`src/verilog/proc_defines.svh`:
```
// Datapath, register index and memory address width macros
`ifndef PROC_DEFINES_SVH
`define PROC_DEFINES_SVH

// Datapath and register file
`define DATA_W 16
`define REG_AW 3

// Internal memories, word addressed
`define IMEM_AW 8
`define DMEM_AW 8

`endif

```
`src/verilog/isaPkg.sv`:
```
// Opcode enum, instruction field struct and immediate extraction
`include "proc_defines.svh"

package isaPkg;

    typedef enum logic [4:0] {
        opNop  = 5'h00,
        opHalt = 5'h01,
        opAdd  = 5'h02,
        opSub  = 5'h03,
        opAnd  = 5'h04,
        opXor  = 5'h05,
        opAddi = 5'h06,
        opLd   = 5'h07,
        opSt   = 5'h08,
        opBeqz = 5'h09,
        opBnez = 5'h0a
    } opcodeT;

    // Raw opcode bits, so illegal codes stay visible
    typedef struct packed {
        logic [4:0]         op;
        logic [`REG_AW-1:0] rs;
        logic [`REG_AW-1:0] rt;
        logic [`REG_AW-1:0] rd;
        logic [1:0]         lowBits;
    } instrT;

    // ADDI, LD and ST offset
    function automatic logic [`DATA_W-1:0] imm5(input instrT instr);
        logic [4:0] raw;
        raw = {instr.rd, instr.lowBits};
        return {{(`DATA_W - 5){raw[4]}}, raw};
    endfunction

    // Branch offset, relative to the branch address plus one
    function automatic logic [`DATA_W-1:0] imm8(input instrT instr);
        logic [7:0] raw;
        raw = {instr.rt, instr.rd, instr.lowBits};
        return {{(`DATA_W - 8){raw[7]}}, raw};
    endfunction

endpackage

```
`src/verilog/pipePkg.sv`:
```
// Pipeline register structs handed between stages, and the writeback trace
`include "proc_defines.svh"

package pipePkg;

    // Fetch to decode
    typedef struct packed {
        logic               valid;
        logic [`DATA_W-1:0] pc;
        isaPkg::instrT      instr;
    } ifIdT;

    // Decode to execute
    typedef struct packed {
        logic               valid;
        isaPkg::opcodeT     op;
        logic [`DATA_W-1:0] pc;
        logic [`DATA_W-1:0] rsVal;
        logic [`DATA_W-1:0] rtVal;
        logic [`DATA_W-1:0] imm;
        logic [`REG_AW-1:0] dest;
        logic               regWrite;
    } idExT;

    // Execute to memory
    typedef struct packed {
        logic               valid;
        isaPkg::opcodeT     op;
        logic [`DATA_W-1:0] result;
        logic [`DATA_W-1:0] storeData;
        logic [`REG_AW-1:0] dest;
        logic               regWrite;
    } exMemT;

    // Register file write, also the trace seen at the top level
    typedef struct packed {
        logic               valid;
        logic [`REG_AW-1:0] regIdx;
        logic [`DATA_W-1:0] data;
    } wbT;

endpackage

```
`src/verilog/execute.sv`:
```
// Execute stage: ALU, branch resolution and flush, execute-to-memory register
`timescale 1ns/1ps
`default_nettype none
`include "proc_defines.svh"

module execute (
    input  logic               clk,
    input  logic               reset,
    input  pipePkg::idExT      idEx,
    output pipePkg::exMemT     exMem,
    output logic               flush,
    output logic [`DATA_W-1:0] branchTarget
);
    import isaPkg::*;

    logic [`DATA_W-1:0] result;
    logic               rsZero;

    always_comb begin
        case (idEx.op)
            opAdd:   result = idEx.rsVal + idEx.rtVal;
            opSub:   result = idEx.rsVal - idEx.rtVal;
            opAnd:   result = idEx.rsVal & idEx.rtVal;
            opXor:   result = idEx.rsVal ^ idEx.rtVal;
            // ADDI sum, or the LD and ST address
            default: result = idEx.rsVal + idEx.imm;
        endcase
    end

    assign rsZero = idEx.rsVal == '0;

    // Taken branch kills the two younger instructions
    assign flush = idEx.valid
                && ((idEx.op == opBeqz && rsZero) || (idEx.op == opBnez && !rsZero));
    assign branchTarget = idEx.pc + idEx.imm + 1'b1;

    always_ff @(posedge clk) begin
        if (reset) begin
            exMem.valid    <= 1'b0;
            exMem.regWrite <= 1'b0;
        end else begin
            exMem.valid    <= idEx.valid;
            exMem.regWrite <= idEx.valid && idEx.regWrite;
        end
        exMem.op        <= idEx.op;
        exMem.result    <= result;
        exMem.storeData <= idEx.rtVal;
        exMem.dest      <= idEx.dest;
    end

endmodule
`default_nettype wire

```
`config.mk`:
```
export PLATFORM = sky130hd
export DESIGN_NAME = execute
export DESIGN_NICKNAME = d
export VERILOG_FILES = /design/src/verilog/isaPkg.sv /design/src/verilog/pipePkg.sv /design/src/verilog/execute.sv
export VERILOG_INCLUDE_DIRS = /design/src /design/src/verilog
export SDC_FILE = /design/constraint.sdc
export NUM_CORES = 1
export LEC_CHECK = 0
export ABC_AREA = 1
export BUFFER_PORTS_ARGS = -buffer_cell sky130_fd_sc_hd__buf_2
export CAP_MARGIN = 20
export CORE_MARGIN = 5
export CORE_UTILIZATION = 50
export CTS_CLUSTER_SIZE = 40
export DETAILED_ROUTE_END_ITERATION = 12
export PLACE_DENSITY = 0.8
export SETUP_SLACK_MARGIN = 0.4
export SYNTH_ARGS = -nofsm -noshare
export SYNTH_HDL_FRONTEND = slang
export SYNTH_SLANG_ARGS = --single-unit
```
`constraint.sdc`:
```
create_clock -name clk -period 2.7 [get_ports clk]
set_input_delay 0.27 -clock clk [delete_from_list [all_inputs] [get_ports clk]]
set_output_delay 0.27 -clock clk [all_outputs]
set_load 0.03 [all_outputs]
```
# Yosys cells after proc, flatten, opt, wreduce, memory -nomap -nowiden

Index checks and enable logic that the tools add are counted.

Flip-flop bits (word level): 42
Latch bits: 0
RAM bits: 0
ROM bits: 0
Output and inout port bits: 59
Word-level logic and storage cells: 27
Memories: 0

Add/sub/neg operators: 5
Multipliers: 0
Divide/modulo/power cells: 0
Order comparisons: 0
Equality and inequality tests: 6
Shifts and indexed selects: 0
Muxes and demuxes: 1
Bitwise operators: 2
Reduce and logical (&&, ||, !) cells: 7

Operators by type and width:

| kind                                          | number |
|---|---|
| one-hot mux 16 bit (4 select lines)           | 1 |
| adder 16 bit                                  | 3 |
| adder 16 x 1 -> 16 bit, second input constant | 1 |
| bitwise AND 16 bit                            | 1 |
| logical NOT 16 bit                            | 1 |
| subtractor 16 bit                             | 1 |
| XOR 16 bit                                    | 1 |
| == test 5 x 2 -> 1 bit, second input constant | 2 |
| == test 5 x 3 -> 1 bit, second input constant | 2 |
| == test 5 x 4 -> 1 bit, second input constant | 2 |
| logical AND 1 bit                             | 4 |
| logical NOT 1 bit                             | 1 |
| logical OR 1 bit                              | 1 |

# Longest topological paths before layout

Word-level depth: 5
Depth in mapped cells: 21
Depth with buffers taken out: 21

# Worst setup path after synthesis

Ideal clock, no wire load.

Path kind: in2reg
From: input port idEx[4] in the netlist's numbering
To: register exMem[35] in the netlist's numbering
Library setup time: 0.114 ns
Arrival: 2.369 ns
Slack: 0.217 ns
Stages on the path: 21
Buffers on the path: 0
Path through: inv_1 ha_1 nand2_1 inv_2 nand3_2 nor2_2 nand2_2 nor2_4 nand2_2 a21oi_1 o21a_1 nor2_1 ha_1 nand2_1 nor3_1 and2_1 nand2_1 nand4_1 nand3_1 nand3_1 nand2_1

Longest elaborated chain between the ends: 2

Ends and longest elaborated chain:

| item                                | line          | RTL |
|---|---|---|
| start: declaration                  | execute.sv:9  | `input pipePkg::idExT idEx,` |
| adder 16 bit                        | execute.sv:26 | `default: result = idEx.rsVal + idEx.imm;` |
| one-hot mux 16 bit (4 select lines) | execute.sv:20 | `case (idEx.op)` |
| via result[15]                      | execute.sv:16 | `` logic [`DATA_W-1:0] result; `` |
| end: declaration                    | execute.sv:10 | `output pipePkg::exMemT exMem,` |

The timed path passes the listed nets, and every way through them passes these cells.
A chain may end at the register's enable or synchronous reset.

# Worst setup path after layout

From: input port idEx[24] in the netlist's numbering
To: register exMem[33] in the netlist's numbering

Longest elaborated chain between the ends: 2
Elaborated cells on any way between the ends: 3
Those cells by class: add/sub: 2; mux: 1

Ends and longest elaborated chain:

| item                                              | line |
|---|---|
| subtractor 16 bit or adder 16 bit (tied branches) | execute.sv:22, execute.sv:21 |
| one-hot mux 16 bit (4 select lines) *             | execute.sv:20 |
| via result[13]                                    | execute.sv:16 |

Mark *: on every way through the listed nets, which the timed path passes. The rest lies on a longest branch.

==> impl_metrics.toml <==
[finish]
finalInstanceArea_sq_um = 6090
largest-register = "exMem"
top_regs = "exMem: 42 flops"
diodes = 0
fin_cells = 857
largest_reg_flops = 42
drive_above_1_share_pct = 49.1
num-fill-cells = 496
area_growth_pct = 58.9
final_net_count = 880

[synth]
netlist_instances = 552
syn-num-nets = 678
syn_area_sq_um = 3830
synth.area.mux_share_pct = 0
synth_area_leader_cell = "dfxtp_1"
ys_seq_area_share_pct = 21.9
yosysWarnings = 0
synthAdderAreaFrac_pct = 16.7
synthSimpleGateAreaFrac_pct = 31.7
synth_top_area_share_pct = 21.9
synth-seq-cells = 42
synth-xor-area-share_pct = 4.11
synth-compound-area-share_pct = 17.9
syn_area_per_cell_sq_um = 6.95
ys_top_cells_by_area = "dfxtp_1 22%, ha_1 16%, nand3_1 9.8%, nand2_1 8.4%, a21oi_1 5.9%"
ys_types = 46
synth_top_family_by_area = "simple AND/OR/NAND/NOR gates"

[clocking]
clockRootBuffer = "clkbuf_8"
cts_tree = "done"
cts.path.max_buffers = 2
ctsHoldBuffers = 0
clock_sinks = 42
clk_pin_slew_worst_paths_ns = 0.09
cts_htree_levels = 2
cts_buffers = 5

[floorplanning]
start_util_pct = 50.4
pin_count = 135
die_w_microns = 97.6
rows = 32
core_area_sq_um = 7610
die_area_sq_um = 9520
die_h_microns = 97.6

[route]
wl_microns = 15000
ant_nets = 0
first_pass_iters = 5
avgRoutedWirePerCell_microns = 17.5
vias_per_cell = 5.82
route.detailed.drc = 0
vias = 4987
drt_iter0_markers = 368

[timing]
drv_slew = 0
finalSetupViolations = 0
hold_violations = 0
rsz0062_at_grt = "yes"
period_minus_slack_ns = 2.51
slew_headroom_pct = 57.2
worst_pin_slew_ns = 0.641
fmax_ghz = 0.398
fin_crit_sh_pct = 93.0

[critical_path]
cp-end-kind = "flop"
crit_family = "simple AND/OR/NAND/NOR gates"
startpoint = "idEx[24]"
cp_num_buf_inv = 2
crit_slowest_cell = "ha_1"
arrival_ns = 2.70
slowest_delay_ns = 0.43
critPathCapture = "exMem[33]"
cp_num_cells = 19
crit_path_cell_trace = "buf_2, nor2_2, nand2_2, nor2_4, nand2_1, nand2_1, o21ai_0, a21oi_1, a21oi_1, ha_1, nand2_1, inv_2, nand3_4, a21oi_4, nor3_4, nand2_2, nand2_1, nand3_1, nand3_1"
worst_setup_path_start_kind = "input pin"
path_class = "in2reg"
crit_fanout = 7
critPathMostFrequentCell = "nand2_1"
worstPathRequired_ns = 2.89

[placement]
port_buffers = 134
place_congestion = 0.960
placed_area_sq_um = 4970
dp_hpwl_microns = 10200
dp_cells = 816

[outcome]
outcome = "completed"

[global_route]
overflow = 0
first_global_vias = 4742
grt_max_degree = 40
antenna_found_initial = 0
grtUsageTotal_pct = 26.4
grt_pass1_wl_microns = 21300

[pwr]
p_leak_nw = 2.95
ir_worst_vdd_uv = 265
power.density_nw_per_um2 = 433

[flow_run]
drv_cap = 0

[worst_hold_path]
hold_class = "in2reg"
## per-layer routing
layer / wire [microns] / track usage, % / part of all wire (%)
met4: 637 / 10.5 / 4.2
met5: 0 / 0 / 0
met1: 5660 / 32.8 / 38
met2: 7360 / 45.9 / 49
met3: 1360 / 3.59 / 9.1
## area by class of cell
class | count | area (sq um) | area share, %
Clock buffer | 5 | 68.8 | 1.13
Timing Repair Buffer | 205 | 1310 | 21.5
Multi-Input combinational cell | 436 | 3430 | 56.3
Sequential cell | 42 | 841 | 13.8
Tap cell | 102 | 128 | 2.10
Inverter | 64 | 273 | 4.48
Clock inverter | 3 | 43.8 | 0.719
## worst min-delay path by stage
| stage | start | endpoint | slack [ns] | depth (start not counted) |
|---|---|---|---|---|
| floorplan | idEx[26] | exMem[10] | 0.30 | 0 |
| global placement | idEx[3] | exMem[3] | 0.37 | 1 |
| detailed placement | idEx[1] | exMem[1] | 0.38 | 1 |
| CTS | idEx[1] | exMem[1] | 0.07 | 1 |
| global route | idEx[2] | exMem[2] | 0.05 | 1 |
| finish | idEx[1] | exMem[1] | 0.06 | 1 |
## synth_stat cells (all sizes together)
cell type / count
xor2: 15
o311ai: 2
fa: 2
a211oi: 1
nand4: 3
or2: 4
o21bai: 2
dfxtp: 42
a31oi: 2
o221ai: 1
o21a: 2
and2: 1
a22oi: 2
o31ai: 5
nand2: 94
nor3: 11
inv: 62
a221oi: 1
a21o: 7
ha: 48
o211ai: 3
nor2: 51
clkbuf: 2
a311oi: 1
nor4: 5
a21boi: 1
nand3b: 3
o21ai: 37
a21oi: 49
clkinv: 2
xnor2: 3
nand3: 80
buf: 8
## logic make-up after synthesis
kind of cell | Yosys count
AND/OR/NAND/NOR | 252
AO/OA/AOI/OAI | 116
buffers and inverters | 74
adder cells (fa/ha/maj) | 50
flip-flops | 42
XOR/XNOR | 18
## report_power, final
part	internal [mW]	switching [mW]
sequential	0.691	0.0155
clock	0.278	0.250
combinational	0.526	0.877
## through the flow
step           setup slack, ns  TNS, ns  hold slack, ns  power [mW]  utilization, %
2_1_floorplan            0.262        0           0.298        1.44               -
3_3_place_gp           -0.0604   -0.124           0.372        1.79            65.3
3_5_place_dp            -0.129   -0.325           0.379        1.82            65.3
4_1_cts                  0.348        0          0.0729        2.40            70.9
5_1_grt                 0.0900        0          0.0530        2.76            80.1
6_report                 0.188        0          0.0622        2.64            80.1
## timing repair
action,4_1_cts,5_1_grt
setup endpoints to repair,15,18
pin swaps,33,66
resized for setup,50,138
buffers inserted,13,20
hold endpoints to repair,0,0
## placed cells by master (no fill, tap or decap), types with 12 or more instances in the layout
| master | count |
|---|---|
| a21oi_1 | 29 |
| a21oi_2 | 15 |
| buf_2 | 124 |
| buf_4 | 62 |
| dfxtp_1 | 42 |
| ha_1 | 34 |
| inv_1 | 42 |
| inv_2 | 13 |
| nand2_1 | 64 |
| nand2_2 | 22 |
| nand3_1 | 65 |
| nor2_1 | 26 |
| nor2_4 | 15 |
| o21ai_0 | 17 |
| o21ai_1 | 12 |
| xor2_1 | 14 |
Note: power is estimated with default switching activity, not from simulation.
