==> src/verilog/proc_defines.svh <==
// Datapath, register index and memory address width macros
`ifndef PROC_DEFINES_SVH
`define PROC_DEFINES_SVH

// Datapath and register file
`define DATA_W 16
`define REG_AW 3

// Internal memories, word addressed
`define IMEM_AW 8
`define DMEM_AW 8

`endif

==> src/verilog/isaPkg.sv <==
// Opcode enum, instruction field struct and immediate extraction
`include "proc_defines.svh"

package isaPkg;

    typedef enum logic [4:0] {
        opNop  = 5'h00,
        opHalt = 5'h01,
        opAdd  = 5'h02,
        opSub  = 5'h03,
        opAnd  = 5'h04,
        opXor  = 5'h05,
        opAddi = 5'h06,
        opLd   = 5'h07,
        opSt   = 5'h08,
        opBeqz = 5'h09,
        opBnez = 5'h0a
    } opcodeT;

    // Raw opcode bits, so illegal codes stay visible
    typedef struct packed {
        logic [4:0]         op;
        logic [`REG_AW-1:0] rs;
        logic [`REG_AW-1:0] rt;
        logic [`REG_AW-1:0] rd;
        logic [1:0]         lowBits;
    } instrT;

    // ADDI, LD and ST offset
    function automatic logic [`DATA_W-1:0] imm5(input instrT instr);
        logic [4:0] raw;
        raw = {instr.rd, instr.lowBits};
        return {{(`DATA_W - 5){raw[4]}}, raw};
    endfunction

    // Branch offset, relative to the branch address plus one
    function automatic logic [`DATA_W-1:0] imm8(input instrT instr);
        logic [7:0] raw;
        raw = {instr.rt, instr.rd, instr.lowBits};
        return {{(`DATA_W - 8){raw[7]}}, raw};
    endfunction

endpackage

==> src/verilog/pipePkg.sv <==
// Pipeline register structs handed between stages, and the writeback trace
`include "proc_defines.svh"

package pipePkg;

    // Fetch to decode
    typedef struct packed {
        logic               valid;
        logic [`DATA_W-1:0] pc;
        isaPkg::instrT      instr;
    } ifIdT;

    // Decode to execute
    typedef struct packed {
        logic               valid;
        isaPkg::opcodeT     op;
        logic [`DATA_W-1:0] pc;
        logic [`DATA_W-1:0] rsVal;
        logic [`DATA_W-1:0] rtVal;
        logic [`DATA_W-1:0] imm;
        logic [`REG_AW-1:0] dest;
        logic               regWrite;
    } idExT;

    // Execute to memory
    typedef struct packed {
        logic               valid;
        isaPkg::opcodeT     op;
        logic [`DATA_W-1:0] result;
        logic [`DATA_W-1:0] storeData;
        logic [`REG_AW-1:0] dest;
        logic               regWrite;
    } exMemT;

    // Register file write, also the trace seen at the top level
    typedef struct packed {
        logic               valid;
        logic [`REG_AW-1:0] regIdx;
        logic [`DATA_W-1:0] data;
    } wbT;

endpackage

==> src/verilog/fetch.sv <==
// Fetch stage: program counter, instruction memory with load port, fetch-to-decode register
`timescale 1ns/1ps
`default_nettype none
`include "proc_defines.svh"

module fetch (
    input  logic                clk,
    input  logic                reset,
    input  logic                imemWe,
    input  logic [`IMEM_AW-1:0] imemAddr,
    input  logic [`DATA_W-1:0]  imemData,
    input  logic                stall,
    input  logic                flush,
    input  logic [`DATA_W-1:0]  branchTarget,
    input  logic                halted,
    output pipePkg::ifIdT       ifId,
    output logic                err
);
    import isaPkg::*;

    logic [`DATA_W-1:0] imem [0:(1 << `IMEM_AW) - 1];
    logic [`DATA_W-1:0] pc;
    logic               pcInRange;
    instrT              fetchWord;
    logic               haltFetched;

    assign pcInRange = (pc >> `IMEM_AW) == '0;
    assign fetchWord = imem[pc[`IMEM_AW-1:0]];

    always_ff @(posedge clk) begin
        if (imemWe) begin
            imem[imemAddr] <= imemData;
        end
    end

    always_ff @(posedge clk) begin
        if (reset) begin
            pc          <= '0;
            ifId.valid  <= 1'b0;
            haltFetched <= 1'b0;
            err         <= 1'b0;
        end else if (flush) begin
            // Taken branch in execute, drop the instruction being fetched
            pc          <= branchTarget;
            ifId.valid  <= 1'b0;
            haltFetched <= 1'b0;
        end else if (!stall && !halted) begin
            if (haltFetched) begin
                ifId.valid <= 1'b0;
            end else begin
                pc          <= pc + 1'b1;
                ifId.valid  <= pcInRange;
                ifId.pc     <= pc;
                ifId.instr  <= fetchWord;
                // Once a HALT is fetched, nothing past it follows
                haltFetched <= pcInRange && fetchWord.op == opHalt;
                err         <= err | !pcInRange;
            end
        end
    end

    // Program loading only happens while the core is held in reset
    assert property (@(posedge clk) !reset |-> !imemWe)
        else $error("instruction memory written outside reset");

endmodule
`default_nettype wire

==> config.mk <==
export PLATFORM = sky130hd
export DESIGN_NAME = fetch
export DESIGN_NICKNAME = d
export VERILOG_FILES = /design/src/verilog/isaPkg.sv /design/src/verilog/pipePkg.sv /design/src/verilog/fetch.sv
export VERILOG_INCLUDE_DIRS = /design/src /design/src/verilog
export SDC_FILE = /design/constraint.sdc
export NUM_CORES = 2
export LEC_CHECK = 0
export BUFFER_PORTS_ARGS = -buffer_cell sky130_fd_sc_hd__buf_2
export CAP_MARGIN = 20
export CORE_MARGIN = 2
export CORE_UTILIZATION = 51
export DETAILED_ROUTE_END_ITERATION = 12
export PLACE_DENSITY = 0.66
export SLEW_MARGIN = 20
export SYNTH_ARGS = -nofsm -noshare
export SYNTH_HDL_FRONTEND = slang
export SYNTH_SLANG_ARGS = --single-unit
==> constraint.sdc <==
create_clock -name clk -period 3.7 [get_ports clk]
set_clock_uncertainty 0.15 [all_clocks]
set_input_delay 0.74 -clock clk [delete_from_list [all_inputs] [get_ports clk]]
set_output_delay 0.74 -clock clk [all_outputs]
set_load 0.01 [all_outputs]
==> Word level (Yosys, flattened, before mapping) <==
Memory sizes are Yosys's and may differ from the RTL's. A register that Yosys moved wholly into a read port is not among the register bits.
Cells that the tools add are included.
{ "totals": {"reg_bits": 51, "inputBits": 46, "memories": 1, "ramBits": 4096, "word_cells": 38, "output_inout_bits": 34} }
{ "mem_list": {"columns": ["memory", "depth", "word_bits", "read_ports", "rd_ports_with_merged_regs", "write_ports", "line", "source"], "rows": [
  ["imem", 256, 16, 1, 1, 1, "fetch.sv:21", "logic [`DATA_W-1:0] imem [0:(1 << `IMEM_AW) - 1];"]
]} }
{ "classes": {"n_reduce_logical": 11, "bitwise_logic": 4, "add_sub_neg": 1, "eq_ne": 2, "muxes": 9} }
{ "ops": {"columns": ["operator", "n"], "rows": [
  ["$mux 16", 3],
  ["$add 16x1->16 const B", 1],
  ["$logic_not 16->1", 1],
  ["$mux 8", 2],
  ["$eq 5x1->1 const B", 1],
  ["$mux 1", 4],
  ["$reduce_and 4->1", 1],
  ["$logic_not 1->1", 3],
  ["$not 1->1", 3],
  ["$reduce_and 3->1", 1],
  ["$logic_and 1x1->1", 2],
  ["$ne 2x2->1 const B", 1],
  ["$reduce_and 2->1", 1],
  ["$reduce_bool 2->1", 1],
  ["$reduce_or 2->1", 1],
  ["$or 1x1->1", 1]
]} }

==> Longest topological paths before layout <==
{ "logic_depth": {"ltp_word": 6, "depth_mapped": 14, "mapped_depth_nobuf": 8} }

==> Least setup slack after synthesis <==
Ideal clock, no wire load.
{ "synth_path": {"path_kind": "register to register", "start": "register (tool-made name)", "end": "register ifId[0] in the netlist's numbering (data pin)", "path_slack_ns": 0.384, "n_path_buf": 4, "path_stages_with_launch": 9, "arrival_time_ns": 2.894, "path_cell_list": "dfxtp_1 -> buf_4 -> buf_2 -> clkbuf_1 -> clkbuf_1 -> mux4_2 -> mux4_2 -> mux4_2 -> mux4_2"} }
{ "synth_lines": {"columns": ["element", "line", "source"], "rows": [
  ["to (decl)", "fetch.sv:16", "output pipePkg::ifIdT ifId,"]
]} }

==> impl_metrics.py <==
metrics = {
    "clocking": {
        "tritoncts": "yes",
        "clockBufferDepth": 4,
        "clkTransAtPathRegs_ns": 0.06,
        "cts.sinks": 4155,
        "cts.root.buffer_cell": "clkbuf_16",
        "cts_inserted_buffers": 413,
        "worst_skew_pair.late_latency_ns": 0.98,
        "h-tree-depth": 5,
    },
    "route": {
        "ratio_of_routed_vias_to_standard_cells": 6.54,
        "routed-via-count": 79400,
        "route.final.wire_length_mm": 441,
        "drt.antenna.violating_nets": 0,
        "detail_route.iter0.violations": 13300,
        "first_pass_drt_iterations": 5,
        "drt_wl_cell_um": 36.3,
        "remaining_drc_errors": 0,
    },
    "worst_setup_path": {
        "worstPathRequired_ns": 4.21,
        "critical_path.slowest_cell": "mux4_2",
        "start_kind": "register",
        "critical_path.endpoint_type": "register",
        "critical_path.max_stage_delay_ns": 0.66,
        "worstPathMaxFanout": 8,
        "path_buf_inv": 5,
        "arrival_ns": 4.36,
        "sequence_of_cells_on_the_critical_path": "buf_12, buf_6, buf_12, buf_12, buf_16, mux4_2, mux4_2, mux4_2, mux4_2",
        "cp_common_cell": "mux4_2",
        "critPathKind": "reg2reg",
        "setup.reg_to_reg.worst_slack_ns": -0.15,
        "critical_path.top_delay_family": "multiplexers",
    },
    "sta": {
        "worst_hold_check_slack_ns": 0.0564,
        "timing.slew.headroom_pct": 14.1,
        "clock.fmax_ghz": 0.259,
        "setup_slack_ns": -0.154,
        "fin_crit_sh_pct": 104,
        "timing_hold_violations_final": 0,
        "final-max-slew-violation-count": 0,
        "setup_viol": 12,
        "grt_setup_unrepaired": "true",
        "fin_crit_ns": 3.85,
        "worstMarginPinSlew_ns": 1.29,
        "setup_tns_ns": -1.17,
    },
    "synth": {
        "number_of_enable_flip_flop_cells_after_synthesis": 4128,
        "syn-instance-count": 6713,
        "synth_sequential_area_ratio_pct": 78.2,
        "syn_area_sq_um": 159000,
        "post_synth.cell_area_avg_sq_um": 23.7,
        "synthTopCellsByCount": "edfxtp_1 (4,128), mux4_2 (1,197), nor2_1 (305)",
        "number_of_flip_flops_and_latches_in_the_synthesized_netlist": 4155,
        "syn-num-nets": 6760,
        "synth.largest_area_cell": "edfxtp_1",
        "synth.area.top_cells": "edfxtp_1 (78%), mux4_2 (17%), mux2i_1 (0.96%)",
        "post-synth-top-count-cell": "edfxtp_1",
        "synth_cell_type_count": 61,
        "synth-main-ff-cell": "edfxtp_1",
        "area_share_of_the_largest_cell_type_after_synthesis_pct": 77.8,
        "ys_async_sr_fraction_pct": 0,
        "ys.warnings.count": 0,
    },
    "final_layout": {
        "final-instance-count-excl-fill": 12100,
        "drive_gt1_share_pct": 34.4,
        "multi_input_comb_area_sq_um": 33100,
        "syn_to_final_growth_pct": 16.5,
        "nNetsFinal": 7682,
        "sequential_cell_area_sq_um": 125000,
        "fillerInstances": 21500,
    },
    "placement": {
        "place.detailed.instances": 11300,
        "port-buffer-count": 79,
        "dp_slack_ns": -0.559,
        "place_congestion": 0.897,
        "hpwl_mm": 267,
    },
    "grt": {
        "met3_usage_pct": 6.09,
        "grt_max_degree": 138,
        "antenna_found_initial": 37,
        "global_route.usage.total_pct": 27.8,
        "via_count_of_the_first_global_routing_pass": 78100,
        "grt_util_met2_pct": 42.6,
        "globalRoute.totalOverflow": 0,
        "grt_first_pass_wirelength_mm": 612,
        "grt_use_met1_pct": 39.6,
        "busiest_layer": "met2",
    },
    "die": {
        "fp.dieW_um": 563,
        "die_h_um": 563,
        "ioPinCount": 80,
        "floorplan.initialDensity_pct": 51.2,
        "num_rows": 205,
        "dieArea_sq_um": 317000,
        "design.core.area_sq_um": 311000,
    },
    "power": {
        "p_leak_uw": 0.0576,
        "ratio_of_total_power_to_cell_area_nw_per_um2": 537,
        "irDropWorstVdd_uv": 406,
    },
    "min_path": {
        "worst_hold_path_type": "in2reg",
    },
    "flow_run": {
        "maxCapViolCount": 0,
    },
    "outcome": {
        "failing_checks": "setup timing",
        "run_status": "finished with violations",
    },
}
==> layer usage <==
| metal | vias to the layer above | part of all wire, % |
|---|---|---|
| li1 | 30700 | - |
| met4 | 22 | 4.3 |
| met5 | - | 0.042 |
| met3 | 818 | 12 |
| met1 | 42700 | 37 |
| met2 | 5123 | 47 |
==> through the flow <==
stage	total power (uW)	utilization (%)	area, sq um
finish	99700	59.6	186000
global route	102000	59.6	186000
CTS	99900	59.5	185000
detailed placement	59000	54.8	171000
global placement	58900	54.8	171000
floorplan	56000	-	159000
==> where the power goes <==
group | internal [uW] | switching [uW] | total [uW]
sequential | 51900 | 77.2 | 51900
combinational | 2710 | 3630 | 6340
clock | 23400 | 17900 | 41400
total | 78000 | 21700 | 99700
==> final cells by class <==
class	instances	share of cell area [%]
multi-input cells	2166	17.8
clock buffers	496	5.78
diodes	11	0.0148
repair buffers	886	5.03
inverters	13	0.0303
well taps	4140	2.79
flip-flops and latches	4155	67.1
clock inverters	266	1.40
==> what timing repair did <==
| item | 4_1_cts | 5_1_grt |
|---|---|---|
| gates cloned | 9 | 5 |
| endpoints found under the hold margin | 36 | 0 |
| pin swaps | 1 | 2 |
| hold buffers | 22 | 0 |
| buffers inserted | 31 | 9 |
| endpoints found under the setup margin | 17 | 14 |
| gates resized for setup | 48 | 23 |
==> kinds of logic (layout without fill, tap and decap cells) <==
| logic type | after synthesis | after routing | share of synthesized area (%) |
|---|---|---|---|
| mux | 1361 | 1361 | 18.0 |
| simple gates | 531 | 531 | 1.44 |
| other cells | 0 | 11 | 0 |
| flops | 4155 | 4155 | 78.2 |
| fa+ha+maj | 1 | 1 | 0.00785 |
| buf+inv | 392 | 1661 | 1.23 |
| xor+xnor | 12 | 12 | 0.0660 |
| compound gates | 261 | 261 | 1.14 |
==> state kept, by name (all words and copies together) (netlist names), named ones only <==
signal,count
pc,16
haltFetched,1
imem,4096
ifId,33
err,1
==> final timing paths <==
path,to,startpoint,depth (start not counted)
setup reg to reg,ifId[3],register,9
hold / removal,register,branchTarget[0],3
hold reg to reg,ifId[17],pc[1],0
setup / recovery,ifId[3],register,9
==> worst reg2reg max path, stage by stage, from the launching register on <==
cell	delay, ns
dfxtp_4	0.35
buf_12	0.16
buf_6	0.18
buf_12	0.15
buf_12	0.18
buf_16	0.15
mux4_2	0.52
mux4_2	0.57
mux4_2	0.66
mux4_2	0.49
==> cells in the final DEF (no fill, tap or decap), types with 9 or more instances in the layout <==
| cell | count |
|---|---|
| mux2i_1 | 153 |
| clkbuf_1 | 79 |
| nand4_1 | 12 |
| xnor2_1 | 9 |
| mux4_2 | 1197 |
| nor2_2 | 47 |
| nor3_1 | 31 |
| o21ai_0 | 19 |
| buf_4 | 576 |
| nor2_1 | 257 |
| a21oi_1 | 56 |
| o221ai_1 | 40 |
| clkinv_1 | 97 |
| diode_2 | 11 |
| dlygate4sd3_1 | 22 |
| nand3_1 | 44 |
| buf_2 | 63 |
| buf_16 | 25 |
| a22oi_1 | 40 |
| clkbuf_16 | 422 |
| nor2b_1 | 16 |
| edfxtp_1 | 4128 |
| clkinv_2 | 81 |
| dfxtp_1 | 20 |
| bufinv_16 | 38 |
| inv_1 | 10 |
| mux2_2 | 11 |
| clkinvlp_4 | 20 |
| buf_12 | 156 |
| buf_6 | 19 |
| nand2_1 | 73 |
| o22ai_1 | 43 |
| clkbuf_8 | 16 |
(Power assumes the default switching activity.)
