--- config.mk ---
export PLATFORM = sky130hd
export DESIGN_NAME = decode
export DESIGN_NICKNAME = d
export VERILOG_FILES = /design/src/verilog/isaPkg.sv /design/src/verilog/pipePkg.sv /design/src/verilog/decode.sv
export VERILOG_INCLUDE_DIRS = /design/src /design/src/verilog
export SDC_FILE = /design/constraint.sdc
export NUM_CORES = 1
export LEC_CHECK = 0
export ABC_CLOCK_PERIOD_IN_PS = 1900
export BUFFER_PORTS_ARGS = -buffer_cell sky130_fd_sc_hd__buf_2
export CORE_ASPECT_RATIO = 0.7
export CORE_MARGIN = 2
export CORE_UTILIZATION = 45
export DETAILED_ROUTE_END_ITERATION = 6
export PLACE_DENSITY = 0.71
export SLEW_MARGIN = 30
export SYNTH_ARGS = -nofsm -noshare
export SYNTH_HDL_FRONTEND = slang
export SYNTH_SLANG_ARGS = --single-unit
--- constraint.sdc ---
create_clock -name clk -period 1.9 [get_ports clk]
set_clock_uncertainty 0.05 [all_clocks]
set_input_delay 0.285 -clock clk [delete_from_list [all_inputs] [get_ports clk]]
set_output_delay 0.285 -clock clk [all_outputs]
set_load 0.01 [all_outputs]
--- src/verilog/proc_defines.svh ---
// Datapath, register index and memory address width macros
`ifndef PROC_DEFINES_SVH
`define PROC_DEFINES_SVH

// Datapath and register file
`define DATA_W 16
`define REG_AW 3

// Internal memories, word addressed
`define IMEM_AW 8
`define DMEM_AW 8

`endif

--- src/verilog/isaPkg.sv ---
// Opcode enum, instruction field struct and immediate extraction
`include "proc_defines.svh"

package isaPkg;

    typedef enum logic [4:0] {
        opNop  = 5'h00,
        opHalt = 5'h01,
        opAdd  = 5'h02,
        opSub  = 5'h03,
        opAnd  = 5'h04,
        opXor  = 5'h05,
        opAddi = 5'h06,
        opLd   = 5'h07,
        opSt   = 5'h08,
        opBeqz = 5'h09,
        opBnez = 5'h0a
    } opcodeT;

    // Raw opcode bits, so illegal codes stay visible
    typedef struct packed {
        logic [4:0]         op;
        logic [`REG_AW-1:0] rs;
        logic [`REG_AW-1:0] rt;
        logic [`REG_AW-1:0] rd;
        logic [1:0]         lowBits;
    } instrT;

    // ADDI, LD and ST offset
    function automatic logic [`DATA_W-1:0] imm5(input instrT instr);
        logic [4:0] raw;
        raw = {instr.rd, instr.lowBits};
        return {{(`DATA_W - 5){raw[4]}}, raw};
    endfunction

    // Branch offset, relative to the branch address plus one
    function automatic logic [`DATA_W-1:0] imm8(input instrT instr);
        logic [7:0] raw;
        raw = {instr.rt, instr.rd, instr.lowBits};
        return {{(`DATA_W - 8){raw[7]}}, raw};
    endfunction

endpackage

--- src/verilog/pipePkg.sv ---
// Pipeline register structs handed between stages, and the writeback trace
`include "proc_defines.svh"

package pipePkg;

    // Fetch to decode
    typedef struct packed {
        logic               valid;
        logic [`DATA_W-1:0] pc;
        isaPkg::instrT      instr;
    } ifIdT;

    // Decode to execute
    typedef struct packed {
        logic               valid;
        isaPkg::opcodeT     op;
        logic [`DATA_W-1:0] pc;
        logic [`DATA_W-1:0] rsVal;
        logic [`DATA_W-1:0] rtVal;
        logic [`DATA_W-1:0] imm;
        logic [`REG_AW-1:0] dest;
        logic               regWrite;
    } idExT;

    // Execute to memory
    typedef struct packed {
        logic               valid;
        isaPkg::opcodeT     op;
        logic [`DATA_W-1:0] result;
        logic [`DATA_W-1:0] storeData;
        logic [`REG_AW-1:0] dest;
        logic               regWrite;
    } exMemT;

    // Register file write, also the trace seen at the top level
    typedef struct packed {
        logic               valid;
        logic [`REG_AW-1:0] regIdx;
        logic [`DATA_W-1:0] data;
    } wbT;

endpackage

--- src/verilog/decode.sv ---
// Decode stage: register file, control decode, hazard stall, decode-to-execute register
`timescale 1ns/1ps
`default_nettype none
`include "proc_defines.svh"

module decode (
    input  logic           clk,
    input  logic           reset,
    input  pipePkg::ifIdT  ifId,
    input  logic           flush,
    input  pipePkg::wbT    wb,
    input  pipePkg::exMemT exMem,
    output pipePkg::idExT  idEx,
    output logic           stall,
    output logic           err
);
    import isaPkg::*;

    logic [`DATA_W-1:0] regs [0:(1 << `REG_AW) - 1];
    instrT              instr;
    logic               usesRs;
    logic               usesRt;
    logic               regWrite;
    logic               illegal;
    logic [`REG_AW-1:0] dest;
    logic [`DATA_W-1:0] imm;
    logic [`DATA_W-1:0] rsVal;
    logic [`DATA_W-1:0] rtVal;
    logic               rsHazard;
    logic               rtHazard;
    logic               issue;

    assign instr = ifId.instr;

    always_comb begin
        usesRs   = 1'b0;
        usesRt   = 1'b0;
        regWrite = 1'b0;
        illegal  = 1'b0;
        dest     = instr.rd;
        imm      = imm5(instr);
        case (instr.op)
            opAdd, opSub, opAnd, opXor: begin
                usesRs   = 1'b1;
                usesRt   = 1'b1;
                regWrite = 1'b1;
            end
            opAddi, opLd: begin
                usesRs   = 1'b1;
                regWrite = 1'b1;
                dest     = instr.rt;
            end
            // rt carries the store data
            opSt: begin
                usesRs = 1'b1;
                usesRt = 1'b1;
            end
            opBeqz, opBnez: begin
                usesRs = 1'b1;
                imm    = imm8(instr);
            end
            opNop, opHalt: illegal = 1'b0;
            default: illegal = 1'b1;
        endcase
    end

    // Same-cycle writeback bypasses the array
    assign rsVal = (wb.valid && wb.regIdx == instr.rs) ? wb.data : regs[instr.rs];
    assign rtVal = (wb.valid && wb.regIdx == instr.rt) ? wb.data : regs[instr.rt];

    // Results still in flight in execute or memory
    assign rsHazard = (idEx.valid && idEx.regWrite && idEx.dest == instr.rs)
                   || (exMem.valid && exMem.regWrite && exMem.dest == instr.rs);
    assign rtHazard = (idEx.valid && idEx.regWrite && idEx.dest == instr.rt)
                   || (exMem.valid && exMem.regWrite && exMem.dest == instr.rt);

    assign stall = ifId.valid && ((usesRs && rsHazard) || (usesRt && rtHazard));
    assign issue = ifId.valid && !stall && !flush && !illegal;

    always_ff @(posedge clk) begin
        if (reset) begin
            for (int i = 0; i < (1 << `REG_AW); i++) begin
                regs[i] <= '0;
            end
        end else if (wb.valid) begin
            regs[wb.regIdx] <= wb.data;
        end
    end

    always_ff @(posedge clk) begin
        if (reset) begin
            idEx.valid    <= 1'b0;
            idEx.regWrite <= 1'b0;
            err           <= 1'b0;
        end else begin
            idEx.valid    <= issue;
            idEx.regWrite <= issue && regWrite;
            // Sticky until the next reset
            err           <= err | (ifId.valid && illegal && !flush);
        end
        idEx.op    <= opcodeT'(instr.op);
        idEx.pc    <= ifId.pc;
        idEx.rsVal <= rsVal;
        idEx.rtVal <= rtVal;
        idEx.imm   <= imm;
        idEx.dest  <= dest;
    end

    // A stalled instruction waits in the fetch-to-decode register
    assert property (@(posedge clk) disable iff (reset) (stall && !flush) |=> $stable(ifId))
        else $error("fetch moved on while decode stalled");

endmodule
`default_nettype wire

Word level (Yosys, flattened, before mapping)
Memory sizes are Yosys's and may differ from the RTL's.
Index checks and enable logic that the tools add are counted.
W data, S select, Z words.
Storage, ports and cells
  register bits after elaboration: 75
  memory bits (writable): 128
  output and inout port bits: 76
  word-level logic and storage cells: 73
  memories kept: 1
Cells by class
  equal/unequal tests: 16
  mux-type cells: 16
  bitwise logic cells: 1
  reductions and logical operators: 30
Memories
  regs: words 8, bits a word 16, read ports 2, clocked after memory_dff 0, wr ports 8, RTL line decode.sv:19  | logic [`DATA_W-1:0] regs [0:(1 << `REG_AW) - 1];
Operator list (count)
  $mux W16: 4
  $eq A5 B3 Y1 const B: 4
  $eq A3 B3 Y1: 6
  $logic_and A1 B1 Y1: 17
  $reduce_or A16 Y1: 1
  $eq A5 B4 Y1 const B: 3
  $reduce_or A11 Y1: 1
  $eq A5 B2 Y1 const B: 2
  $mux W1: 10
  $reduce_or A9 Y1: 1
  $mux W3: 2
  $reduce_or A6 Y1: 1
  $eq A5 B1 Y1 const B: 1
  $logic_not A5 Y1: 1
  $reduce_or A5 Y1: 1
  $reduce_or A2 Y1: 2
  $logic_or A1 B1 Y1: 3
  $logic_not A1 Y1: 2
  $or A1 B1 Y1: 1

Longest topological paths before layout
Gate-level depths: netlist of run 1.
  word-level depth: 11
  depth in mapped cells: 7

Worst setup path after synthesis of run 1
Ideal clock, no wire load.
  path kind: input -> output
  start: input port ifId[8] (netlist name)
  end: output port stall
  arrival time: 1.332 ns
  slack: 0.233 ns
  stages: 6
  cell sequence: buf_4 -> buf_6 -> xor2_1 -> nor4_1 -> o211a_1 -> o21a_1
Between the ends
  longest elaborated chain between the ends: 6
Ends and longest elaborated chain
  from (decl): RTL line decode.sv:9  | input pipePkg::ifIdT ifId,
  $eq A3 B3 Y1, on equally long branches: RTL line decode.sv:72, decode.sv:73
  $logic_and A1 B1 Y1, on equally long branches: RTL line decode.sv:72, decode.sv:73
  $logic_or A1 B1 Y1 (*): RTL line decode.sv:73  | || (exMem.valid && exMem.regWrite && exMem.dest == instr.rs);
  $logic_and A1 B1 Y1 (*): RTL line decode.sv:77  | assign stall = ifId.valid && ((usesRs && rsHazard) || (usesRt && rtHazard));
  $logic_or A1 B1 Y1 (*): RTL line decode.sv:77
  $logic_and A1 B1 Y1 (*): RTL line decode.sv:77
  to (decl): RTL line decode.sv:14  | output logic stall,
Every way passes the cells marked *; elsewhere a longest branch is shown, timed or not.

Worst setup path in the final report of run 1
  start: register idEx[3] (netlist name)
  end: output port stall
Between the ends
  longest elaborated chain between the ends: 6
Ends and longest elaborated chain
  from (decl): RTL line decode.sv:13  | output pipePkg::idExT idEx,
  $eq A3 B3 Y1, on equally long branches: RTL line decode.sv:72, decode.sv:74
  $logic_and A1 B1 Y1, on equally long branches: RTL line decode.sv:72, decode.sv:74
  $logic_or A1 B1 Y1, on equally long branches: RTL line decode.sv:73, decode.sv:75
  $logic_and A1 B1 Y1: RTL line decode.sv:77
  $logic_or A1 B1 Y1 (*): RTL line decode.sv:77
  $logic_and A1 B1 Y1 (*): RTL line decode.sv:77
Marked as above.

==> results.md, run 1 <==
- Status: complete, but fails checks
- Violated checks: setup timing
- Final setup fails: 1
- H-tree depth: 4
- Final Core Density: between 50% and 60%
- DR vias/cell: 5.526
- IO Count: around 170
- Synth cell types: 38
- CTS buffer count: 17
- Cells after Synth: slightly above 600
- Most common cell after layout, fill and taps aside: buf_2
- RR Startpoint: regs[7][6]$_SDFFCE_PN0P_
- Crit path time final: 2.032 ns
- Final Hold Viols: 0
- Peak Freq: slightly below 500 MHz
- Adder-Cell Fraction of Synth Area: 0%
- Clk_lat worst skew: around 0.44 ns
- CTS Root Buffer Type: clkbuf_16
- Syn avg cell area: around 15 µm²
- Hold Startpoint: ifId[13]
- DP HPWL: 14.62 mm
- DR pass1 iterations: 6
- Worst slew pin tran: approximately 0.6 ns
- Net Switching: between 2 and 2.5 mW
- Layer with the highest usage: met2
- Seq/Total Area, Yosys: 58.42%
- Worst Setup Path Type: reg -> out
- Final WS setup: -0.1320 ns
- Antenna violations before repair: 2
- Crit share post-route: 106.9%
- Synth warn: 0
- Critical Path Start: idEx[3]$_DFF_P_
- Clock Tree Buf Depth: 2
- Post-synthesis mux area share: ~21%
- Synthesized area: around 9000 µm²
- P_leak: around 4.2 nW
- DRC viols: 0
- Core Box Area: 19130 µm²
- RSZ-0062 raised after global routing: true
- FP Rows: 42
- Largest net degree at the start of global routing: 34
- Overall global routing resource usage: 23.14%
- WL/cell: around 22 µm
- Met2 Usage GRT: a little under two fifths
- Internal: 7.328 mW
- Clock network power share: 35.8%
- Die Area: between 20000 and 25000 µm²
- Top-area cell type share of the netlist area: roughly 43%
- Placed instance area: between 9000 and 10000 µm²
- Initial DRC count: between 500 and 600
- Type of origin of the critical path: flip-flop
- Final instance area: about 11000 µm²
- Share of layout cells above drive strength 1: between 30% and 40%
- Synthesized Nets: around 700
- R2R depth: 3
- Routability Congestion: 0.8904
- Power share of the combinational group: approximately an eighth
- Seq cells post-synth: a little under 200
- Xor and xnor area share after synthesis: 1.875%
- Area Growth Syn to Fin: 21.95%
- Commonest non-fill, non-tap cells in the layout: 136 x buf_2, 128 x and2_1, 128 x edfxtp_1
- Clock-pin slew on the worst setup and hold paths: around 0.07 ns
- Vias: 5775
- Sequential power share: roughly 51%
- DRT antenna net count: 0
- Post-Synth Simple-Gate Area: around an eighth
- Cell Pwr Density: 904.2 nW/µm²
- Clk sinks: just under 200
- Die width: 171.9 µm
- Largest family of logic cells by synthesized area: multiplexers
- Port bufs: between 100 and 150
- Worst VDD drop: 0.8107 mV
- Arrival @ worst endpoint: 1.70 ns
- Grt total ovfl: 0
- Compound-Gate Fraction of Synth Area: under 10%
- CP max FO: 3
- CTS tree: built
- Grt met1 use: a little under a third
- Maximum capacitance violations: 0
- Synth top area cells: edfxtp_1 43%, mux4_2 16%, dfxtp_1 15%, and2_1 9.0%, mux2i_1 3.6%
- Sw Share: between 20% and 30%
- Yosys top cell by area: edfxtp_1
- CP required: 1.56 ns
- Met3 GRT Util: slightly above 6%
- Hold Crit Class: in -> reg
- Pins Over Slew Limit: 0
- Relative max-transition margin: 60.08%
- Worst Setup End Kind: primary output
- Routed WL: between 20 and 25 mm
- Vias in the first global route: just under 6000
- Die height: around 120 µm
- First-pass GRT wire length: ~35 mm
- Starting Density: around 46%
- Layout Nets: approximately 870
- WHS Path Cells: 1
repair_timing:
| action | 4_1_cts | 5_1_grt |
|---|---|---|
| hold buffers | 24 | 0 |
| hold endpoints to repair | 24 | 0 |
| setup buffers | 1 | 0 |
| gates resized for setup | 3 | 2 |
| pin swaps | 3 | 0 |
| endpoints found under the setup margin | 1 | 1 |
synth_stat cells, drive strengths merged:
cell and count:
a21o 1, xor2 12, o221a 1, clkbuf 9, or2 8, nor2 40, mux4 64, mux2 6
o211a 1, nor3b 1, inv 1, nor4 4, buf 36, dfxtp 67, nand2b 4, xnor2 7
and2 128, and3 1, o211ai 1, mux2i 32, edfxtp 128, nand2 4, nand3b 1, o21ai 1
nor3 5, or3b 2, o21a 2, nand4 2, or3 1, a21oi 34
sequential cells by signal, indices dropped and copies added, names as in the netlist:
| register | flops |
|---|---|
| idEx | 66 |
| regs | 128 |
| err | 1 |
critical path, stage by stage, from the launching register on:
cell,delay [ns]
dfxtp_2,0.34
xor2_1,0.15
nor4_2,0.27
o211a_1,0.22
o21a_1,0.15
buf_2,0.13
logic make-up after synthesis:
family,after synthesis
flops,195
compound gates,41
xor+xnor,19
buf+inv,46
simple gates,201
mux,102
power groups by stage:
| stage | registers [mW] | logic [mW] | clock network, mW |
|---|---|---|---|
| 4_1_cts | 4.98 | 1.31 | 3.57 |
| 3_3_place_gp | 5.04 | 1.25 | 0 |
| 2_1_floorplan | 5.11 | 0.664 | 0 |
| 6_report | 4.98 | 1.31 | 3.50 |
| 3_5_place_dp | 5.07 | 1.27 | 0 |
| 5_1_grt | 5.01 | 1.40 | 3.72 |
metrics by stage:
step | hold WS [ns] | std cells | power (mW) | setup slack (ns) | TNS, ns
CTS | 0.00009184 | 1044 | 9.863 | -0.1457 | -0.1457
global placement | 0.3368 | 987 | 6.291 | 0.08155 | 0
detailed placement | 0.3392 | 987 | 6.341 | 0.03184 | 0
floorplan | 0.2627 | 604 | 5.775 | 0.2325 | 0
finish | 0.01750 | 1045 | 9.787 | -0.1320 | -0.1320
global route | 0.01216 | 1044 | 10.13 | -0.2369 | -0.2369
final cells by class:
| cell class | instances | area, µm² |
|---|---|---|
| fillers | 1527 | 8304 |
| flip-flops and latches | 195 | 5187 |
| multi-input cells | 363 | 3422 |
| repair buffers | 189 | 1301 |
| clock buffers | 21 | 471.7 |
| well taps | 264 | 330.3 |
| clock inverters | 11 | 105.1 |
| inverters | 1 | 3.754 |
| diodes | 1 | 2.502 |
path summary, 6_finish.rpt:
path / to / slack [ns]
max reg2reg: idEx[26]$_DFF_P_ / 0.49
min: idEx[70]$_DFF_P_ / 0.02
max: stall / -0.13
min reg2reg: err$_SDFF_PP0_ / 0.41
routing by layer:
layer | routed length (µm) | share of wire (%)
met1 | 9668 | 41
met2 | 11040 | 47
met3 | 2250 | 9.6
met4 | 366 | 1.6
met5 | 13 | 0.056
(Power assumes the default switching activity.)
==> inputs of run 2 (changes only) <==
--- a/config.mk
+++ b/config.mk
@@ -10,9 +10,10 @@
 export BUFFER_PORTS_ARGS = -buffer_cell sky130_fd_sc_hd__buf_2
 export CORE_ASPECT_RATIO = 0.7
 export CORE_MARGIN = 2
-export CORE_UTILIZATION = 45
+export CORE_UTILIZATION = 35
 export DETAILED_ROUTE_END_ITERATION = 6
-export PLACE_DENSITY = 0.71
+export PLACE_DENSITY = 0.59
+export SKIP_CTS_REPAIR_TIMING = 1
 export SLEW_MARGIN = 30
 export SYNTH_ARGS = -nofsm -noshare
 export SYNTH_HDL_FRONTEND = slang
==> run 2 against run 1 <==
Compared with the run above:
- the flow finishes with violations (DRC, setup timing)
- sequential share of layout area down 1.1 points
- clock power up 5%
- final area up 2.3%
- count of clock-buffer cells in the layout down 3
==> results.md, run 2 (synthesis gave the netlist of run 1 again) <==
- Worst Setup Path Type: reg -> out (unchanged)
- DRC viols: 5 (was 0)
- Antenna Diode Count: 0 (was 1)
- CTS tree: built (unchanged)
- Relative max-transition margin: 63.40% (was 60.08%)
- DR vias/cell: 4.909 (was 5.526)
- Critical Path Start: idEx[1]$_DFF_P_ (was idEx[3]$_DFF_P_)
- Commonest non-fill, non-tap cells in the layout: 136 x buf_2, 128 x and2_1, 128 x edfxtp_1 (unchanged)
- Power share of the combinational group: 13.3% (about the same)
- Pins Over Slew Limit: 0 (unchanged)
- Arrival @ worst endpoint: 1.71 ns (was 1.70 ns)
- Largest regs: regs (128), idEx (66), err (1) (unchanged)
- Clk_lat worst skew: 0.43 ns (was 0.44 ns)
- Die height: 137.2 µm (was 121.5 µm)
- CP max FO: 3 (unchanged)
- Antenna violations before repair: 0 (was 2)
- Sw Share: 23.95% (was 25.13%)
- Final setup fails: 1 (unchanged)
- IO Count: 174 (unchanged)
- CP required: 1.56 ns (about the same)
- Vias in the first global route: 5494 (was 5949)
- Setup TNS: -0.1481 ns (was -0.1320 ns)
- Clk sinks: 195 (unchanged)
- DR pass1 iterations: 7 (was 6)
- Max incr delay on CP: 0.36 ns (was 0.34 ns)
- Port bufs: 136 (unchanged)
- Clock-pin slew on the worst setup and hold paths: 0.07 ns (about the same)
- Type of origin of the critical path: flip-flop (unchanged)
- Status: complete, but fails checks (unchanged)
- First-pass GRT wire length: 33.28 mm (was 34.68 mm)
- CTS Root Buffer Type: clkbuf_16 (unchanged)
- Net Switching: 2.386 mW (was 2.459 mW)
- P_leak: 4.322 nW (was 4.233 nW)
- FP Rows: 48 (was 42)
- Largest reg by FF count: regs (unchanged)
- Peak Freq: 488.3 MHz (was 492.1 MHz)
- Internal: 7.579 mW (was 7.328 mW)
- Cell Pwr Density: 899.6 nW/µm² (was 904.2 nW/µm²)
- Pre-CTS WS: 0.07133 ns (was 0.03184 ns)
- Final WS setup: -0.1481 ns (was -0.1320 ns)
- DP HPWL: 14.64 mm (was 14.62 mm)
- Die Area: 26670 µm² (was 20880 µm²)
- Largest net degree at the start of global routing: 36 (was 34)
- Initial DRC count: 458 (was 516)
- Final Hold Viols: 0 (unchanged)
- Layout Nets: 881 (was 865)
- Crit share post-route: 107.8% (was 106.9%)
- WL/cell: 20.01 µm (was 22.34 µm)
- RR Startpoint: regs[6][6]$_SDFFCE_PN0P_ (was regs[7][6]$_SDFFCE_PN0P_)
- Worst VDD drop: 0.6286 mV (was 0.8107 mV)
- Hold Startpoint: reset (was ifId[13])
- CTS buffer count: 17 (unchanged)
- Hold Crit Class: in -> reg (unchanged)
- Area Growth Syn to Fin: 24.81% (was 21.95%)
- Routability Congestion: 0.7263 (was 0.8904)
- Maximum capacitance violations: 0 (unchanged)
- Worst slew pin tran: 0.5490 ns (was 0.5989 ns)
- H-tree depth: 4 (unchanged)
- Crit path time final: 2.048 ns (was 2.032 ns)
- RSZ-0062 raised after global routing: true (unchanged)
- Grt total ovfl: 0 (unchanged)
- Tot Pwr: 9.966 mW (was 9.787 mW)
- Most common cell after layout, fill and taps aside: buf_2 (unchanged)
- Share of layout cells above drive strength 1: 37.69% (was 36.67%)
- Starting Density: 35.78% (was 46.40%)
- Die width: 194.3 µm (was 171.9 µm)
- Violated checks: DRC, setup timing (was setup timing)
- DRT antenna net count: 0 (unchanged)
- Overall global routing resource usage: 17.19% (was 23.14%)
- Max reg flops: 128 (unchanged)
- # fillers: 2260 (was 1527)
- Routed WL: 22.43 mm (was 23.34 mm)
- Worst Setup End Kind: primary output (unchanged)
- Vias: 5503 (was 5775)
- CP cell instances: xor2_2 > nor4_2 > o221a_2 > o21a_1 > buf_2 (was xor2_1 > nor4_2 > o211a_1 > o21a_1 > buf_2)
- Core Box Area: 24800 µm² (was 19130 µm²)
- Sequential power share: 49.8% (was 50.9%)
- Clock network power share: 36.9% (was 35.8%)
- Clock Tree Buf Depth: 2 (unchanged)
- CP max-delay cell: dfxtp_4 (was dfxtp_2)
==> run 2: power by group through the flow <==
stage | combinational [mW] | clock (mW) | sequential (mW)
2_1_floorplan | 0.664 | 0 | 5.11
3_3_place_gp | 1.28 | 0 | 5.05
3_5_place_dp | 1.29 | 0 | 5.06
4_1_cts | 1.30 | 3.78 | 4.97
5_1_grt | 1.43 | 3.93 | 5.00
6_report | 1.32 | 3.68 | 4.96
==> run 2: final timing paths <==
path / endpoint / slack, ns / cells past startpoint
setup reg to reg: idEx[26]$_DFF_P_ / 0.50 / 4
hold reg to reg: err$_SDFF_PP0_ / 0.40 / 2
setup / recovery: stall / -0.15 / 5
hold / removal: err$_SDFF_PP0_ / 0.05 / 2
==> run 2: area by class of cell <==
class / instances / area (µm²) / share of cell area, %
clock buffers: 18 / 429.2 / 3.874
clock inverters: 14 / 162.7 / 1.468
repair buffers: 205 / 1464 / 13.21
flip-flops and latches: 195 / 5191 / 46.86
inverters: 1 / 3.754 / 0.03388
well taps: 325 / 406.6 / 3.671
multi-input cells: 363 / 3421 / 30.88
==> run 2: per-layer routing <==
metal / GRT usage, % / share of wire, %
met1: 23.97 / 46
met5: 0 / 0
met3: 4.064 / 6.2
met4: 3.547 / 0.86
met2: 27.66 / 47
==> run 2: critical path: cells and delay by family (launching register included) <==
family / cells / cell delay, ns
buffers and inverters: 1 / 0.12
and+or+nand+nor: 1 / 0.29
xor gates and xnor gates: 1 / 0.14
DFF: 1 / 0.36
AOI/OAI and AO/OA: 2 / 0.37
==> run 2: stage by stage <==
stage               hold WS [ns]  utilization, %  instances  area [µm²]
floorplan                 0.2627               -        604        8876
global placement          0.3366           41.12       1062       10200
CTS                      -0.1264           43.50       1094       10790
detailed placement        0.3386           41.12       1062       10200
global route             0.02812           44.66       1121       11080
finish                   0.04874           44.66       1121       11080
==> inputs of run 3 (changes only) <==
==> constraint.sdc (replaced) <==
create_clock -name clk -period 1.9 [get_ports clk]
set_clock_uncertainty 0.05 [all_clocks]
set_input_delay 0.095 -clock clk [delete_from_list [all_inputs] [get_ports clk]]
set_output_delay 0.095 -clock clk [all_outputs]
set_load 0.01 [all_outputs]
==> run 3 against run 2 <==
Compared with the run above:
- the run ends with DRC, hold timing left
- maximum frequency grew 12%
- power down 1.2%
- largest power group unchanged
- final cell count increased by 0.45%
- non-clock buffer count increased by 5
- combinational power about the same
- count of clock-buffer cells in the layout increased by 8
- core utilization about the same
- highest routed layer unchanged
- worst hold slack got worse by 0.079 ns
- final area about the same
==> results.md, run 3 (synthesis gave the netlist of run 1 again) <==
- Crit path time final: 1.823 ns (was 2.048 ns)
- Die Area: 26670 µm² (unchanged)
- Type of origin of the critical path: flip-flop (unchanged)
- Final setup fails: 0 (was 1)
- Maximum capacitance violations: 0 (unchanged)
- Worst VDD drop: 0.6522 mV (was 0.6286 mV)
- CP required: 1.75 ns (was 1.56 ns)
- Core Box Area: 24800 µm² (unchanged)
- CP max FO: 3 (unchanged)
- Share of layout cells above drive strength 1: 35.58% (was 37.69%)
- P_leak: 4.316 nW (was 4.322 nW)
- Final instance area: 11070 µm² (was 11080 µm²)
- Largest reg by FF count: regs (unchanged)
- Area Growth Syn to Fin: 24.74% (was 24.81%)
- Flop2flop setup slack: 0.52 ns (was 0.50 ns)
- Pre-CTS WS: 0.2606 ns (was 0.07133 ns)
- Die width: 194.3 µm (unchanged)
- Cell Pwr Density: 888.9 nW/µm² (was 899.6 nW/µm²)
- Pins Over Slew Limit: 0 (unchanged)
- Clk sinks: 195 (unchanged)
- Clk_lat worst skew: 0.43 ns (about the same)
- Crit share post-route: 95.95% (was 107.8%)
- DRT antenna net count: 0 (unchanged)
- Clock Tree Buf Depth: 2 (unchanged)
- Die height: 137.2 µm (unchanged)
- Layout Nets: 886 (was 881)
- Worst Setup Path Type: reg -> out (unchanged)
- CTS buffer count: 17 (unchanged)
- DR vias/cell: 4.853 (was 4.909)
- WL/cell: 20.01 µm (about the same)
- Final Hold Viols: 2 (was 0)
- Peak Freq: 548.6 MHz (was 488.3 MHz)
- Final WS setup: 0.07704 ns (was -0.1481 ns)
- # fillers: 2242 (was 2260)
- DR pass1 iterations: 6 (was 7)
- Placed instance area: 10030 µm² (was 10200 µm²)
- CTS Root Buffer Type: clkbuf_16 (unchanged)
- Antenna violations before repair: 0 (unchanged)
- Commonest non-fill, non-tap cells in the layout: 136 x buf_2, 128 x and2_1, 128 x edfxtp_1 (unchanged)
- CTS tree: built (unchanged)
- Vias in the first global route: 5567 (was 5494)
- Worst slew pin tran: 0.5643 ns (was 0.5490 ns)
- Final hold slack: -0.03008 ns (was 0.04874 ns)
- Hold Crit Class: in -> reg (unchanged)
- FP Rows: 48 (unchanged)
- DP HPWL: 14.23 mm (was 14.64 mm)
- Violated checks: DRC, hold timing (was DRC, setup timing)
- First-pass GRT wire length: 33.44 mm (was 33.28 mm)
- H-tree depth: 4 (unchanged)
- Worst Setup End Kind: primary output (unchanged)
- IO Count: 174 (unchanged)
- Antenna Diode Count: 0 (unchanged)
- Arrival @ worst endpoint: 1.68 ns (was 1.71 ns)
- Initial DRC count: 438 (was 458)
- Port bufs: 136 (unchanged)
- DRC viols: 5 (unchanged)
- Max reg flops: 128 (unchanged)
- Relative max-transition margin: 62.38% (was 63.40%)
- Largest regs: regs (128), idEx (66), err (1) (unchanged)
- Vias: 5464 (was 5503)
- Routability Congestion: 0.7029 (was 0.7263)
- Routed WL: 22.53 mm (was 22.43 mm)
- Largest net degree at the start of global routing: 33 (was 36)
- Grt total ovfl: 0 (unchanged)
- Status: complete, but fails checks (unchanged)
- Overall global routing resource usage: 17.32% (was 17.19%)
- Most common cell after layout, fill and taps aside: buf_2 (unchanged)
- Starting Density: 35.78% (unchanged)
- RSZ-0062 raised after global routing: true (unchanged)
- Clock-pin slew on the worst setup and hold paths: 0.07 ns (about the same)
## run 3: worst paths after layout
check | depth (start not counted) | startpoint | endpoint
max | 5 | idEx[3]$_DFF_P_ | stall
min | 3 | wb[8] | idEx[44]$_DFF_P_
max reg2reg | 3 | regs[6][7]$_SDFFCE_PN0P_ | idEx[43]$_DFF_P_
min reg2reg | 2 | err$_SDFF_PP0_ | err$_SDFF_PP0_
## run 3: layer usage
layer | wire length, µm | up-vias | global-route usage [%]
met3 | 1694 | 5 | 4.162
met5 | 0 | - | 0
met2 | 10370 | 190 | 27.76
li1 | - | 2585 | -
met4 | 60 | 0 | 3.333
met1 | 10410 | 2684 | 24.29
## run 3: cell type report
class	count	area (µm²)	area share (%)
Sequential cell	195	5190	46.88
Multi-Input combinational cell	363	3421	30.90
Timing Repair Buffer	210	1469	13.27
Clock buffer	26	544.3	4.916
Tap cell	325	406.6	3.673
Clock inverter	6	37.54	0.3390
Inverter	1	3.754	0.03390
## run 3: power breakdown
| part | switching (mW) | total [mW] | internal (mW) |
|---|---|---|---|
| Combinational | 0.648 | 1.30 | 0.656 |
| Sequential | 0.121 | 4.96 | 4.84 |
| Clock | 1.58 | 3.57 | 1.99 |
## run 3: stage by stage
step,total power [mW],instances,TNS [ns],hold WS [ns],utilization [%]
2_1_floorplan,5.775,604,0,0.07272,-
3_3_place_gp,6.287,1050,0,0.1468,40.45
3_5_place_dp,6.309,1050,0,0.1491,40.45
4_1_cts,9.882,1082,-0.01576,-0.3195,42.80
5_1_grt,10.26,1126,-0.02723,0.002040,44.64
6_report,9.842,1126,0,-0.03008,44.64
## run 3: worst max-delay path: stages, from the launching register on
cell and delay (ns):
dfxtp_1 0.35, xor2_1 0.15, nor4_1 0.28, o211a_1 0.22, o21a_1 0.13, buf_2 0.12
